**config.mk**
```make
export PLATFORM = sky130hd
export DESIGN_NAME = lv_hv_shadow_top
export DESIGN_NICKNAME = d
export VERILOG_FILES = /design/src/source/owt_pkg.sv /design/src/source/hv_map_pkg.sv /design/src/source/owt_frame_if.sv /design/src/source/lv_hv_shadow_top.sv /design/src/source/hv_fwd_ctrl.sv /design/src/source/hv_shadow_bank.sv /design/src/source/owt_frame_decode.sv
export SDC_FILE = /design/constraint.sdc
export NUM_CORES = 1
export LEC_CHECK = 0
export BUFFER_PORTS_ARGS = -buffer_cell sky130_fd_sc_hd__buf_2
export CAP_MARGIN = 20
export CORE_UTILIZATION = 50
export CTS_BUF_LIST = sky130_fd_sc_hd__clkbuf_16
export CTS_CLUSTER_SIZE = 28
export DETAILED_ROUTE_END_ITERATION = 10
export GPL_TIMING_DRIVEN = 0
export PLACE_DENSITY_LB_ADDON = 0.3
export SYNTH_ARGS = -nofsm -noshare
export SYNTH_HDL_FRONTEND = slang
export SYNTH_SLANG_ARGS = --single-unit
export TNS_END_PERCENT = 50
```
**constraint.sdc**
```tcl
create_clock -name i_clk -period 0.8 [get_ports i_clk]
set_input_delay 0.16 -clock i_clk [delete_from_list [all_inputs] [get_ports i_clk]]
set_output_delay 0.16 -clock i_clk [all_outputs]
set_load 0.1 [all_outputs]
```
**src/source/owt_pkg.sv**
```systemverilog
// one-wire frame widths, address and payload types
`default_nettype none

package owt_pkg;

    // ======================================================================
    // frame format
    // ======================================================================

    // command is the read/write flag on top of the register address
    localparam int OWT_CMD_W  = 8;
    localparam int OWT_DATA_W = 20;
    localparam int OWT_ADDR_W = OWT_CMD_W - 1;

    // ======================================================================
    // frame field types
    // ======================================================================

    typedef logic [OWT_ADDR_W-1:0] owt_addr_t;
    typedef logic [OWT_DATA_W-1:0] owt_data_t;

endpackage

`default_nettype wire
```
**src/source/hv_map_pkg.sv**
```systemverilog
// high-voltage die register map, shadow register types, digital read list
`default_nettype none

package hv_map_pkg;

    import owt_pkg::*;

    // ======================================================================
    // register widths and types
    // ======================================================================

    localparam int REG_DW = 8;
    localparam int ADC_DW = 10;

    typedef logic [REG_DW-1:0] hv_reg_t;
    typedef logic [ADC_DW-1:0] hv_adc_t;

    // ======================================================================
    // shadowed register addresses
    // ======================================================================

    localparam owt_addr_t ADDR_EFUSE_CONFIG = 7'h06;
    localparam owt_addr_t ADDR_EFUSE_STATUS = 7'h07;
    localparam owt_addr_t ADDR_STATUS1      = 7'h08;
    localparam owt_addr_t ADDR_STATUS2      = 7'h0A;
    localparam owt_addr_t ADDR_STATUS3      = 7'h0C;
    localparam owt_addr_t ADDR_STATUS4      = 7'h0D;
    localparam owt_addr_t ADDR_BIST1        = 7'h14;
    localparam owt_addr_t ADDR_BIST2        = 7'h15;
    // both adc channels in one payload
    localparam owt_addr_t ADDR_ADC_DATA     = 7'h1F;

    // common readable digital registers with entry 0 at 0x40
    localparam int DGT_RD_REG_NUM = 4;
    localparam owt_addr_t [DGT_RD_REG_NUM-1:0] DGT_RD_REG_ADDR = {
        7'h50, 7'h48, 7'h41, 7'h40
    };

endpackage

`default_nettype wire

```
**src/source/owt_frame_if.sv**
```systemverilog
// owt_frame_if, qualified frame from the decoder to the shadow bank and forwarder
`timescale 1ns/1ps
`default_nettype none

interface owt_frame_if import owt_pkg::*; ();

    // all valid only in the acknowledge cycle
    logic      wr_vld;
    logic      hit_vld;
    owt_addr_t addr;
    owt_data_t data;
    logic      ang_hit;
    logic      dgt_hit;

    modport decoder (
        output wr_vld, hit_vld, addr, data, ang_hit, dgt_hit
    );

    modport bank (
        input wr_vld, addr, data
    );

    modport fwd (
        input hit_vld, ang_hit, dgt_hit, data
    );

endinterface

`default_nettype wire

```
**src/source/lv_hv_shadow_top.sv**
```systemverilog
// lv_hv_shadow_top, frame decoder, shadow bank and forwarder with plain ports
`timescale 1ns/1ps
`default_nettype none

module lv_hv_shadow_top import owt_pkg::*, hv_map_pkg::*; #(
    // analog register window on the high-voltage die
    parameter owt_addr_t ANG_START_ADDR = 7'h20,
    parameter owt_addr_t ANG_END_ADDR   = 7'h3F
) (
    input  wire logic                 i_clk,
    input  wire logic                 i_rst_n,

    // one-wire receiver
    input  wire logic                 i_owt_rx_ack,
    input  wire logic [OWT_CMD_W-1:0] i_owt_rx_cmd,
    input  wire owt_data_t            i_owt_rx_data,
    input  wire logic                 i_owt_rx_status,
    input  wire logic                 i_cur_is_spi_req,

    // shadow registers
    output hv_reg_t                   o_reg_efuse_config,
    output hv_reg_t                   o_reg_efuse_status,
    output hv_reg_t                   o_reg_status1,
    output hv_reg_t                   o_reg_status2,
    output hv_reg_t                   o_reg_status3,
    output hv_reg_t                   o_reg_status4,
    output hv_reg_t                   o_reg_bist1,
    output hv_reg_t                   o_reg_bist2,
    output hv_adc_t                   o_reg_adc1_data,
    output hv_adc_t                   o_reg_adc2_data,

    // forwarding
    output logic                      o_hv_ang_reg_vld,
    output hv_reg_t                   o_hv_ang_reg_data,
    output logic                      o_hv_dgt_reg_vld
);

    owt_frame_if u_frame_if ();

    // ======================================================================
    // frame decoder
    // ======================================================================

    owt_frame_decode #(
        .ANG_START_ADDR   (ANG_START_ADDR),
        .ANG_END_ADDR     (ANG_END_ADDR)
    ) u_decode (
        .i_owt_rx_ack     (i_owt_rx_ack),
        .i_owt_rx_cmd     (i_owt_rx_cmd),
        .i_owt_rx_data    (i_owt_rx_data),
        .i_owt_rx_status  (i_owt_rx_status),
        .i_cur_is_spi_req (i_cur_is_spi_req),
        .o_frame          (u_frame_if.decoder)
    );

    // ======================================================================
    // shadow bank
    // ======================================================================

    hv_shadow_bank u_bank (
        .i_clk              (i_clk),
        .i_rst_n            (i_rst_n),
        .i_frame            (u_frame_if.bank),
        .o_reg_efuse_config (o_reg_efuse_config),
        .o_reg_efuse_status (o_reg_efuse_status),
        .o_reg_status1      (o_reg_status1),
        .o_reg_status2      (o_reg_status2),
        .o_reg_status3      (o_reg_status3),
        .o_reg_status4      (o_reg_status4),
        .o_reg_bist1        (o_reg_bist1),
        .o_reg_bist2        (o_reg_bist2),
        .o_reg_adc1_data    (o_reg_adc1_data),
        .o_reg_adc2_data    (o_reg_adc2_data)
    );

    // ======================================================================
    // forwarding controller
    // ======================================================================

    hv_fwd_ctrl u_fwd (
        .i_clk             (i_clk),
        .i_rst_n           (i_rst_n),
        .i_frame           (u_frame_if.fwd),
        .o_hv_ang_reg_vld  (o_hv_ang_reg_vld),
        .o_hv_ang_reg_data (o_hv_ang_reg_data),
        .o_hv_dgt_reg_vld  (o_hv_dgt_reg_vld)
    );

endmodule

`default_nettype wire

```
**src/source/hv_fwd_ctrl.sv**
```systemverilog
// hv_fwd_ctrl, analog register forwarding and delayed digital hit flag
`timescale 1ns/1ps
`default_nettype none

module hv_fwd_ctrl import hv_map_pkg::*; (
    input  wire logic  i_clk,
    input  wire logic  i_rst_n,
    owt_frame_if.fwd   i_frame,
    output logic       o_hv_ang_reg_vld,
    output hv_reg_t    o_hv_ang_reg_data,
    output logic       o_hv_dgt_reg_vld
);

    logic ang_fire;
    logic dgt_fire;
    logic dgt_vld_d1;

    assign ang_fire = i_frame.hit_vld & i_frame.ang_hit;
    assign dgt_fire = i_frame.hit_vld & i_frame.dgt_hit;

    // ======================================================================
    // analog window
    // ======================================================================

    always_ff @(posedge i_clk or negedge i_rst_n) begin
        if (!i_rst_n) begin
            o_hv_ang_reg_vld <= 1'b0;
        end else begin
            o_hv_ang_reg_vld <= ang_fire;
        end
    end

    // holds the last forwarded byte between hits
    always_ff @(posedge i_clk or negedge i_rst_n) begin
        if (!i_rst_n) begin
            o_hv_ang_reg_data <= '0;
        end else if (ang_fire) begin
            o_hv_ang_reg_data <= i_frame.data[REG_DW-1:0];
        end
    end

    // ======================================================================
    // two-stage digital hit pipeline
    // ======================================================================

    always_ff @(posedge i_clk or negedge i_rst_n) begin
        if (!i_rst_n) begin
            dgt_vld_d1       <= 1'b0;
            o_hv_dgt_reg_vld <= 1'b0;
        end else begin
            dgt_vld_d1       <= dgt_fire;
            o_hv_dgt_reg_vld <= dgt_vld_d1;
        end
    end

endmodule

`default_nettype wire

```
**src/source/hv_shadow_bank.sv**
```systemverilog
// hv_shadow_bank, local copy of the high-voltage die registers and adc data
`timescale 1ns/1ps
`default_nettype none

module hv_shadow_bank import owt_pkg::*, hv_map_pkg::*; (
    input  wire logic  i_clk,
    input  wire logic  i_rst_n,
    owt_frame_if.bank  i_frame,
    output hv_reg_t    o_reg_efuse_config,
    output hv_reg_t    o_reg_efuse_status,
    output hv_reg_t    o_reg_status1,
    output hv_reg_t    o_reg_status2,
    output hv_reg_t    o_reg_status3,
    output hv_reg_t    o_reg_status4,
    output hv_reg_t    o_reg_bist1,
    output hv_reg_t    o_reg_bist2,
    output hv_adc_t    o_reg_adc1_data,
    output hv_adc_t    o_reg_adc2_data
);

    // ======================================================================
    // 8-bit shadow registers
    // ======================================================================

    localparam int SHD_NUM = 8;

    // slot 0 is efuse config, slot 7 is bist2
    localparam owt_addr_t [SHD_NUM-1:0] SHD_ADDR = {
        ADDR_BIST2,
        ADDR_BIST1,
        ADDR_STATUS4,
        ADDR_STATUS3,
        ADDR_STATUS2,
        ADDR_STATUS1,
        ADDR_EFUSE_STATUS,
        ADDR_EFUSE_CONFIG
    };

    genvar g;

    for (g = 0; g < SHD_NUM; g++) begin : g_shd
        hv_reg_t q;

        always_ff @(posedge i_clk or negedge i_rst_n) begin
            if (!i_rst_n) begin
                q <= '0;
            end else if (i_frame.wr_vld && (i_frame.addr == SHD_ADDR[g])) begin
                q <= i_frame.data[REG_DW-1:0];
            end
        end
    end

    assign o_reg_efuse_config = g_shd[0].q;
    assign o_reg_efuse_status = g_shd[1].q;
    assign o_reg_status1      = g_shd[2].q;
    assign o_reg_status2      = g_shd[3].q;
    assign o_reg_status3      = g_shd[4].q;
    assign o_reg_status4      = g_shd[5].q;
    assign o_reg_bist1        = g_shd[6].q;
    assign o_reg_bist2        = g_shd[7].q;

    // ======================================================================
    // adc data register
    // ======================================================================

    logic             adc_wen;
    logic [2*ADC_DW-1:0] adc_q;

    assign adc_wen = i_frame.wr_vld && (i_frame.addr == ADDR_ADC_DATA);

    // one write carries both channels
    always_ff @(posedge i_clk or negedge i_rst_n) begin
        if (!i_rst_n) begin
            adc_q <= '0;
        end else if (adc_wen) begin
            adc_q <= i_frame.data[2*ADC_DW-1:0];
        end
    end

    // channel 1 in the low half, channel 2 in the high half
    assign o_reg_adc1_data = adc_q[ADC_DW-1:0];
    assign o_reg_adc2_data = adc_q[2*ADC_DW-1:ADC_DW];

endmodule

`default_nettype wire

```
**src/source/owt_frame_decode.sv**
```systemverilog
// owt_frame_decode, frame qualification and address classification
`timescale 1ns/1ps
`default_nettype none

module owt_frame_decode import owt_pkg::*, hv_map_pkg::*; #(
    parameter owt_addr_t ANG_START_ADDR = 7'h20,
    parameter owt_addr_t ANG_END_ADDR   = 7'h3F
) (
    input  wire logic                 i_owt_rx_ack,
    input  wire logic [OWT_CMD_W-1:0] i_owt_rx_cmd,
    input  wire owt_data_t            i_owt_rx_data,
    input  wire logic                 i_owt_rx_status,
    input  wire logic                 i_cur_is_spi_req,
    owt_frame_if.decoder              o_frame
);

    logic      frame_ok;
    logic      cmd_rd;
    owt_addr_t cmd_addr;
    logic      dgt_match;

    // status high marks a corrupted frame
    assign frame_ok = i_owt_rx_ack & ~i_owt_rx_status;
    assign cmd_rd   = i_owt_rx_cmd[OWT_CMD_W-1];
    assign cmd_addr = i_owt_rx_cmd[OWT_ADDR_W-1:0];

    // ======================================================================
    // address classification
    // ======================================================================

    always_comb begin
        dgt_match = 1'b0;
        for (int i = 0; i < DGT_RD_REG_NUM; i++) begin
            if (cmd_addr == DGT_RD_REG_ADDR[i]) begin
                dgt_match = 1'b1;
            end
        end
    end

    assign o_frame.ang_hit = (cmd_addr >= ANG_START_ADDR) && (cmd_addr <= ANG_END_ADDR);
    assign o_frame.dgt_hit = dgt_match;

    // ======================================================================
    // qualified frame
    // ======================================================================

    assign o_frame.wr_vld  = frame_ok & ~cmd_rd;
    // forwarding ignores the read/write flag
    assign o_frame.hit_vld = frame_ok & i_cur_is_spi_req;
    assign o_frame.addr    = cmd_addr;
    assign o_frame.data    = i_owt_rx_data;

endmodule

`default_nettype wire

```
==> impl_metrics.tcl, run 1 <==
set metrics [dict create \
    io_buffers 117 \
    clockBufferDepth 2 \
    ys_seq_area_frac 0.640 \
    core.rowCount 31 \
    cts_sinks 95 \
    yosysUniqueCellTypes 22 \
    grt_start_max_net_pins 61 \
    error_line "[ERROR DPL-0033] detailed placement checks failed during check placement." \
    haltStage "global routing" \
    dp_hpwl_um 5560 \
    synth_seq_cells 95 \
    postSynthCellCount 223 \
    die_h_um 88.2 \
    gp_congestion 0.725 \
    synth_top_area_frac 0.640 \
    dpl_worst_slack_ps -921 \
    antenna_found_initial 0 \
    start_util 0.515 \
    htreeDepth 3 \
    cts-buffers-inserted 9 \
    status "stopped before the end" \
    worst-ep-kind "sequential cell input" \
    die_w_um 88.2 \
    cts-root-buf "clkbuf_16" \
    pin_count 127 \
    synthTopCellsByArea "dfrtp_1 (64%), mux2_2 (28%), nand3_2 (1.1%)" \
    yosysTopAreaCell "dfrtp_1" \
    crit_endpoint "u_bank.o_reg_efuse_status[7]$_DFFE_PN0P_/D" \
    post-place-cells 440 \
    synth_nets 256 \
    synth.cell_area_mm2 0.00372 \
    avgSynthCellArea_um2 16.7 \
    yosysWarnings 0 \
]
==> cells in the mapped netlist <==
cell type	n
nor4_4	1
nor2b_1	2
nand3_1	1
nand4_2	3
nand3_2	4
and3b_1	1
dfrtp_1	95
buf_2	1
clkbuf_2	1
nor4b_1	1
nor3b_2	1
nor3b_1	2
and4_2	2
nor2_1	1
buf_1	8
nor4b_4	1
maj3_1	1
and3_1	1
buf_4	2
and4b_2	1
buf_6	1
mux2_2	92
==> per-stage QoR <==
| stage | utilization | hold WS (ps) | TNS (ps) | cell area, µm² |
|---|---|---|---|---|
| 2_1_floorplan | - | -136 | -68940 | 3890 |
| 3_3_place_gp | 0.638 | 334 | -205260 | 4600 |
| 3_5_place_dp | 0.642 | 156 | -85650 | 4630 |
| 4_1_cts | 0.893 | -206 | -48420 | 6440 |
==> cells by family after synthesis <==
group                      Yosys count  synth area share
DFF                                 95             0.640
muxes                               92             0.279
and+or+nand+nor                     22            0.0609
buffers and inverters               13            0.0178
adders and majority gates            1           0.00269
==> timing repair <==
| action | in CTS |
|---|---|
| endpoints found under the hold margin | 35 |
| resized for setup | 359 |
| setup endpoints to repair | 186 |
| setup buffers | 24 |
| pin swaps | 7 |
==> run 2: changes to the inputs <==
--- a/config.mk
+++ b/config.mk
@@ -7,12 +7,10 @@
 export LEC_CHECK = 0
 export BUFFER_PORTS_ARGS = -buffer_cell sky130_fd_sc_hd__buf_2
 export CAP_MARGIN = 20
-export CORE_UTILIZATION = 50
-export CTS_BUF_LIST = sky130_fd_sc_hd__clkbuf_16
-export CTS_CLUSTER_SIZE = 28
+export CORE_UTILIZATION = 35
 export DETAILED_ROUTE_END_ITERATION = 10
 export GPL_TIMING_DRIVEN = 0
-export PLACE_DENSITY_LB_ADDON = 0.3
+export PLACE_DENSITY_LB_ADDON = 0.15
 export SYNTH_ARGS = -nofsm -noshare
 export SYNTH_HDL_FRONTEND = slang
 export SYNTH_SLANG_ARGS = --single-unit
==> impl_metrics.tcl, run 2 <==
set metrics [dict create \
    die_area_mm2 0.0110 \
    synth_nets 256 \
    start_util 0.360 \
    drt_iter0_markers 60 \
    io_buffers 117 \
    area_growth_syn_to_layout_pct 81.1 \
    grt_start_max_net_pins 46 \
    worstSetupPathType "flip-flop to output pin" \
    nFillCells 717 \
    p_per_area_mw_per_mm2 1730 \
    wl_um 10300 \
    finalHoldViolations 0 \
    required_ps 640 \
    tightest_slew_ps 730 \
    violations "negative setup slack" \
    final_common_cell "buf_12" \
    multiInputGateArea_mm2 0.00149 \
    setup_slack_ps -380 \
    die_w_um 105 \
    end_kind "output pin" \
    synth_top_area_frac 0.640 \
    synth_edf_count 0 \
    largest_reg_flops 20 \
    synthFlopType "dfrtp_1" \
    crit_path_max_incr_delay_ps 500 \
    yosysTopAreaCell "dfrtp_1" \
    p_int_mw 7.62 \
    avgSynthCellArea_um2 16.7 \
    cp_max_fo 2 \
    slew_violations 0 \
    layout_common_cells "buf_12 (92), dfrtp_1 (79), mux2_2 (56)" \
    fin_crit_ps 1180 \
    cts_sinks 95 \
    setup_tns_ps -50310 \
    leakage_nw 3.19 \
    num_antenna_cells 0 \
    grt_pass1_vias 2773 \
    dp_hpwl_um 6020 \
    p_switching_mw 4.03 \
    core_mm2 0.0103 \
    ys_seq_area_frac 0.640 \
    yosysWarnings 0 \
    drcViolationCount 0 \
    rsz0062_at_grt "true" \
    grt_use_total 0.194 \
    cp_slowest_cell "dfrtp_4" \
    vias 2567 \
    crit_chain "buf_12" \
    fin_skew_ps 1.89 \
    period_share 1.47 \
    ant_nets 0 \
    synthTopCellsByArea "dfrtp_1 (64%), mux2_2 (28%), nand3_2 (1.1%)" \
    ys_top_cells_by_count "dfrtp_1 (95), mux2_2 (92), buf_1 (8)" \
    clkPwrFrac 0.253 \
    grt_pass1_wl_um 16000 \
    synth_seq_cells 95 \
    cpLargestDelayFamily "flip-flops" \
    dpl_worst_slack_ps -925 \
    place_area_mm2 0.00471 \
    status "finished with violations" \
    cap_violations 0 \
    worstPathArrival_ps 1020 \
    ff_latch_area_mm2 0.00240 \
    peakVddDrop_mv 1.17 \
    yosysUniqueCellTypes 22 \
    holdCritPathClass "input pin to flip-flop" \
    synth.cell_area_mm2 0.00372 \
    drive_gt1_frac 0.763 \
    wire_per_inst_um 19.4 \
    start_kind "flip-flop" \
    postSynthCellCount 223 \
    max_clock_freq_ghz 0.848 \
    cts-buffers-inserted 9 \
    clk_pin_slew_ps 100 \
    worst_skew_pair.late_latency_ps 360 \
    antenna_found_initial 0 \
    synthArstFlopShare 1.00 \
    maxSlewHeadroom 0.513 \
    p_seq_frac 0.453 \
    htreeDepth 3 \
    cts_tree "done" \
    path_buf_inv 1 \
    core.rowCount 37 \
    synth.most_common_cell "dfrtp_1" \
    combinationalPowerShare 0.295 \
    via_per_inst 4.83 \
    num-nets-final 424 \
    first_pass_iters 4 \
    p_sw_frac 0.346 \
    overflow 0 \
    finalSetupViolCount 186 \
    design_area_mm2 0.00673 \
    die_h_um 105 \
    pin_count 127 \
    clockBufferDepth 2 \
    top_register "u_bank.adc_q" \
    gp_congestion 0.675 \
    cts-root-buf "clkbuf_8" \
]
## run 2: worst paths after layout
check	from	cells after the start	slack, ps	end
worst min-delay path	i_owt_rx_data[13]	2	20	u_bank.adc_q[13]
worst max-delay path	u_fwd.o_hv_ang_reg_data[0]	1	-380	o_hv_ang_reg_data[0]
worst min register to register	u_fwd.dgt_vld_d1	0	360	u_fwd.o_hv_dgt_reg_vld
worst max register to register	u_fwd.o_hv_ang_reg_data[0]	3	-320	u_fwd.o_hv_ang_reg_data[0]
min in group asynchronous	i_rst_n	2	180	u_bank.adc_q[11]
max in group asynchronous	i_rst_n	3	150	u_bank.o_reg_status1[3]
## run 2: logic make-up after synthesis
logic type,after synthesis,synth area share
simple gates,22,0.0609
flops,95,0.640
fa+ha+maj,1,0.00269
mux,92,0.279
buf+inv,13,0.0178
## run 2: per-layer routing
layer | part of all wire | wire (µm) | GRT usage | vias to the layer above
li1 | - | - | - | 1136
met1 | 0.43 | 4460 | 0.245 | 1337
met2 | 0.50 | 5170 | 0.325 | 83
met5 | 0 | 0 | 0 | -
met3 | 0.055 | 570 | 0.0543 | 11
met4 | 0.010 | 103 | 0.0573 | 0
## run 2: per-stage QoR
stage,power (mW),util,hold slack (ps),std cells
after floorplan,7.15,-,-136,223
after global placement,7.65,0.450,335,476
after detailed placement,7.71,0.456,8.90,478
after CTS,11.6,0.620,4.07,517
after global routing,12.1,0.652,6.01,532
final,11.7,0.652,24.3,532
## run 2: repair_timing
action	CTS	global route
hold buffers	1	0
gates resized for setup	361	45
buffers inserted	23	15
endpoints found under the hold margin	95	0
pin swaps	8	3
cloned	0	0
endpoints found under the setup margin	186	186
## run 2: final cells by class
| cell class | count | area share |
|---|---|---|
| flip-flops and latches | 95 | 0.357 |
| repair buffers | 158 | 0.355 |
| multi-input cells | 115 | 0.222 |
| well taps | 136 | 0.0253 |
| clock buffers | 10 | 0.0204 |
| plain buffers | 12 | 0.0138 |
| clock inverters | 6 | 0.00669 |
## run 2: power by group through the flow
| stage | sequential (mW) | clock, mW | combinational, mW |
|---|---|---|---|
| after floorplan | 6.78 | 0 | 0.362 |
| after global placement | 5.23 | 0 | 2.42 |
| after detailed placement | 5.24 | 0 | 2.47 |
| after CTS | 5.25 | 3.09 | 3.25 |
| after global routing | 5.31 | 3.25 | 3.54 |
| final | 5.28 | 2.94 | 3.44 |
(Power assumes the default switching activity.)
==> run 3: changes to the inputs <==
--- a/config.mk
+++ b/config.mk
@@ -7,6 +7,7 @@
 export LEC_CHECK = 0
 export BUFFER_PORTS_ARGS = -buffer_cell sky130_fd_sc_hd__buf_2
 export CAP_MARGIN = 20
+export CORE_ASPECT_RATIO = 0.7
 export CORE_UTILIZATION = 35
 export DETAILED_ROUTE_END_ITERATION = 10
 export GPL_TIMING_DRIVEN = 0
==> impl_metrics.tcl, run 3 (synthesis results as in run 2) <==
set metrics [dict create \
    status "finished with violations" \
    violations "design-rule violations, negative hold slack, negative setup slack" \
    reg2reg_depth 3 \
    htreeDepth 3 \
    cts_tree "done" \
    dpl_worst_slack_ps -947 \
    max_clock_freq_ghz 0.853 \
    die_w_um 125 \
    cpLargestDelayFamily "simple AND/OR/NAND/NOR gates" \
    design_area_mm2 0.00677 \
    via_per_inst 4.85 \
    total_power_mw 13.0 \
    grt-busiest-layer "met2" \
    drt_iter0_markers 87 \
    maxSlewHeadroom 0.521 \
    cts_sinks 95 \
    p_per_area_mw_per_mm2 1920 \
    core_mm2 0.0103 \
    finalSetupViolCount 186 \
    worst_skew_pair.late_latency_ps 330 \
    area_growth_syn_to_layout_pct 82.1 \
    antenna_found_initial 0 \
    worstPathArrival_ps 1390 \
    cts-root-buf "clkbuf_16" \
    tightest_slew_ps 718 \
    layout_common_cells "buf_12 (91), dfrtp_1 (79), mux2_2 (55)" \
    rsz0062_at_grt "true" \
    fin_crit_ps 1170 \
    hold_slack_ps -264 \
    num_antenna_cells 0 \
    post-place-cells 473 \
    use_met3 0.0629 \
    finalHoldViolations 25 \
    clk_pin_slew_ps 60 \
    peakVddDrop_mv 0.917 \
    largest_reg_flops 20 \
    crit_path_max_incr_delay_ps 340 \
    grt_pass1_wl_um 15100 \
    start_util 0.360 \
    nFillCells 725 \
    gp_congestion 0.728 \
    required_ps 1020 \
    top_register "u_bank.adc_q" \
    fin_skew_ps 0.115 \
    slew_violations 0 \
    crit_start "i_owt_rx_cmd[6]" \
    grt_pass1_vias 2580 \
    rrSetupSlack_ps -230 \
    cp_max_fo 5 \
    setup_tns_ps -52840 \
    path_buf_inv 2 \
    wl_um 9910 \
    final_cell_count_no_fill 518 \
    overflow 0 \
    die_area_mm2 0.0110 \
    rr_startpoint "u_bank.adc_q[3]" \
    clockBufferDepth 2 \
    period_share 1.47 \
    pin_count 127 \
    final_common_cell "buf_12" \
    rr_endpoint "u_bank.adc_q[3]" \
    cap_violations 0 \
    ant_nets 0 \
    crit_end "u_bank.adc_q[0]" \
    holdCritPathClass "input pin to asynchronous set/reset pin" \
    grt_start_max_net_pins 71 \
    leakage_nw 3.19 \
    num-nets-final 414 \
    setup_slack_ps -373 \
    grt_use_met2 0.293 \
    vias 2510 \
    cts-buffers-inserted 9 \
    worstSetupPathType "input pin to flip-flop" \
    cp_slowest_cell "and4_4" \
    core.rowCount 31 \
    grt_use_total 0.185 \
    drive_gt1_frac 0.749 \
    place_area_mm2 0.00467 \
    met1_usage 0.246 \
    die_h_um 88.2 \
    wire_per_inst_um 19.1 \
    io_buffers 117 \
    crit_chain "buf_8 -> nor4b_4 -> and4_4 -> clkbuf_16 -> mux2_4" \
    start_kind "input pin" \
    end_kind "flip-flop" \
    drcViolationCount 12 \
    dp_hpwl_um 5880 \
    crit_cells 5 \
    first_pass_iters 7 \
]
-- run 3: cell types whose count changed in the layout (fill, tap and decap cells not counted), moves of 2 or more --
| cell | before | now |
|---|---|---|
| clkinv_4 | 3 | 0 |
| buf_4 | 34 | 27 |
| clkbuf_8 | 10 | 0 |
| clkbuf_16 | 0 | 10 |
| clkbuf_1 | 0 | 3 |
| buf_6 | 7 | 5 |
| bufinv_16 | 0 | 2 |
-- run 3: through the flow --
step / utilization / hold slack [ps]
after global routing: 0.656 / -254
final: 0.656 / -264
after global placement: 0.450 / 334
after floorplan: - / -136
after detailed placement: 0.453 / 98.1
after CTS: 0.632 / -263
-- run 3: report_power, final --
group / switching (mW) / internal [mW] / total [mW]
Combinational: 2.04 / 1.23 / 3.27
Clock: 1.74 / 2.73 / 4.48
Sequential: 0.229 / 5.04 / 5.27
Total: 4.01 / 9.00 / 13.0
-- run 3: what timing repair did --
action                                 in CTS  in global routing
setup endpoints to repair                 186                186
pin swaps                                   9                  2
resized for setup                         379                 22
endpoints found under the hold margin      25                 25
cloned                                      0                  1
setup buffers                              13                 16
-- run 3: how the worst min path moves through the flow --
stage | cells past startpoint | endpoint | slack [ps] | from
3_5_place_dp | 1 | u_bank.adc_q[8] | 100 | i_rst_n
5_1_grt | 1 | u_bank.adc_q[8] | -250 | i_rst_n
6_report | 1 | u_bank.adc_q[14] | -260 | i_rst_n
4_1_cts | 1 | u_bank.adc_q[14] | -260 | i_rst_n
3_3_place_gp | 0 | u_fwd.o_hv_dgt_reg_vld | 330 | u_fwd.dgt_vld_d1
2_1_floorplan | 0 | u_bank.adc_q[0] | -140 | i_rst_n
-- run 3: final cells by class --
cell class | count | area, µm² | share of cell area
Clock inverter | 4 | 70.1 | 0.0104
Multi-Input combinational cell | 115 | 1500 | 0.222
Clock buffer | 12 | 236 | 0.0350
Sequential cell | 95 | 2400 | 0.355
Tap cell | 132 | 165 | 0.0244
Timing Repair Buffer | 148 | 2300 | 0.340
Buffer | 12 | 92.6 | 0.0137
-- run 3: per-layer routing --
metal | routed length (µm) | share of wire
met5 | 0 | 0
met1 | 4580 | 0.46
met2 | 4640 | 0.47
met3 | 608 | 0.061
met4 | 80 | 0.0081
==> run 4: changes to the inputs <==
==> constraint.sdc (replaced) <==
create_clock -name i_clk -period 1.2 [get_ports i_clk]
set_input_delay 0.24 -clock i_clk [delete_from_list [all_inputs] [get_ports i_clk]]
set_output_delay 0.24 -clock i_clk [all_outputs]
set_load 0.1 [all_outputs]
==> impl_metrics.tcl, run 4 (synthesis results as in run 2) <==
set metrics [dict create \
    status "finished with violations" \
    violations "design-rule violations, negative hold slack, negative setup slack" \
    fin_skew_ps 0.0236 \
    grt_start_max_net_pins 57 \
    max_clock_freq_ghz 0.781 \
    vias 2394 \
    crit_chain "buf_8 -> nor4b_4 -> and4_4 -> buf_12 -> mux2_2" \
    holdCritPathClass "input pin to asynchronous set/reset pin" \
    gp_congestion 0.714 \
    final_common_cell "dfrtp_1" \
    wire_per_inst_um 18.9 \
    combinationalPowerShare 0.242 \
    cts-root-buf "clkbuf_16" \
    crit_path_max_incr_delay_ps 340 \
    required_ps 1430 \
    grt_pass1_wl_um 14100 \
    first_pass_iters 9 \
    cp_slowest_cell "nor4b_4" \
    path_buf_inv 2 \
    ant_nets 0 \
    area_growth_syn_to_layout_pct 70.3 \
    tightest_slew_ps 722 \
    wl_um 9380 \
    place_area_mm2 0.00454 \
    post-place-cells 473 \
    drive_gt1_frac 0.698 \
    io_buffers 117 \
    layout_common_cells "dfrtp_1 (95), buf_12 (73), mux2_2 (64)" \
    grt_pass1_vias 2448 \
    crit_end "u_bank.adc_q[18]" \
    total_power_mw 8.36 \
    grt_use_total 0.175 \
    reg2reg_depth 2 \
    p_int_mw 5.74 \
    p_per_area_mw_per_mm2 1320 \
    rsz0062_at_grt "true" \
    via_per_inst 4.83 \
    drcViolationCount 18 \
    slew_violations 0 \
    rr_startpoint "u_bank.adc_q[10]" \
    core.rowCount 31 \
    finalHoldViolations 55 \
    start_kind "input pin" \
    clockBufferDepth 2 \
    worst_skew_pair.late_latency_ps 340 \
    antenna_found_initial 0 \
    cap_violations 0 \
    die_area_mm2 0.0110 \
    core_mm2 0.0103 \
    rr_endpoint "u_bank.adc_q[10]" \
    cts_sinks 95 \
    die_w_um 125 \
    cts_tree "done" \
    setup_slack_ps -80.7 \
    leakage_nw 3.03 \
    design_area_mm2 0.00633 \
    p_switching_mw 2.62 \
    worstSetupPathType "input pin to flip-flop" \
    final_cell_count_no_fill 496 \
    rrSetupSlack_ps 270 \
    crit_cells 5 \
    pin_count 127 \
    die_h_um 88.2 \
    p_sw_frac 0.314 \
    overflow 0 \
    peakVddDrop_mv 0.911 \
    start_util 0.360 \
    top_register "u_bank.adc_q" \
    clk_pin_slew_ps 60 \
    cp_max_fo 10 \
    cpLargestDelayFamily "simple AND/OR/NAND/NOR gates" \
    dp_hpwl_um 5960 \
    hold_slack_ps -48.3 \
    worstPathArrival_ps 1510 \
    num-nets-final 393 \
    htreeDepth 3 \
    crit_start "i_owt_rx_cmd[6]" \
    dpl_worst_slack_ps -672 \
    p_seq_frac 0.417 \
    period_share 1.07 \
    fin_crit_ps 1280 \
    drt_iter0_markers 68 \
    maxSlewHeadroom 0.519 \
    num_antenna_cells 0 \
    cts-buffers-inserted 9 \
    end_kind "flip-flop" \
    largest_reg_flops 20 \
    clkPwrFrac 0.340 \
    finalSetupViolCount 28 \
]
==> run 4: power by group through the flow <==
stage                     sequential, mW  clock [mW]  combinational, mW
after global placement              3.46           0               1.57
after CTS                           3.45        2.93               1.80
after global routing                3.51        3.07               2.09
after detailed placement            3.47           0               1.58
final                               3.49        2.85               2.03
after floorplan                     4.49           0              0.195
==> run 4: what timing repair did <==
action | in CTS | in global routing
endpoints found under the hold margin | 52 | 0
buffers inserted | 6 | 5
setup endpoints to repair | 176 | 145
pin swaps | 5 | 3
resized for setup | 228 | 157
==> run 4: layer usage <==
metal | wire, µm | part of all wire | vias to the layer above | track usage
met5 | 0 | 0 | - | 0
met2 | 4430 | 0.47 | 79 | 0.263
met4 | 134 | 0.014 | 0 | 0.0532
met1 | 4110 | 0.44 | 1234 | 0.234
met3 | 706 | 0.075 | 12 | 0.0701
li1 | - | - | 1069 | -
==> run 4: how the worst min path moves through the flow <==
stage	slack, ps	startpoint	endpoint
floorplan	-60	i_rst_n	u_bank.adc_q[0]
global placement	340	u_fwd.dgt_vld_d1	u_fwd.o_hv_dgt_reg_vld
detailed placement	340	u_fwd.dgt_vld_d1	u_fwd.o_hv_dgt_reg_vld
CTS	-10	i_rst_n	u_bank.o_reg_status3[1]
global route	5	i_rst_n	u_bank.o_reg_bist2[1]
finish	-50	i_rst_n	u_bank.o_reg_bist2[1]
==> run 4: worst register-to-register path, delay by kind of cell (launching register included) <==
family	cells	cell delay, ps
mux	1	250
flops	1	420
buf+inv	1	150
==> run 4: per-stage QoR <==
step                      TNS (ps)   util
after CTS                    -1050  0.544
after global placement     -144910  0.438
final                        -1190  0.613
after detailed placement    -49000  0.440
after global routing         -2510  0.613
after floorplan             -21270      -
==> run 4: cell type report <==
type                       instances  area (µm²)
multi-input combinational        115        1440
timing repair buffer             128        1970
fill                             756        3990
clock buffer                      11         253
clock inverter                     4        45.0
buffer                            11        77.6
sequential                        95        2380
tap                              132         165
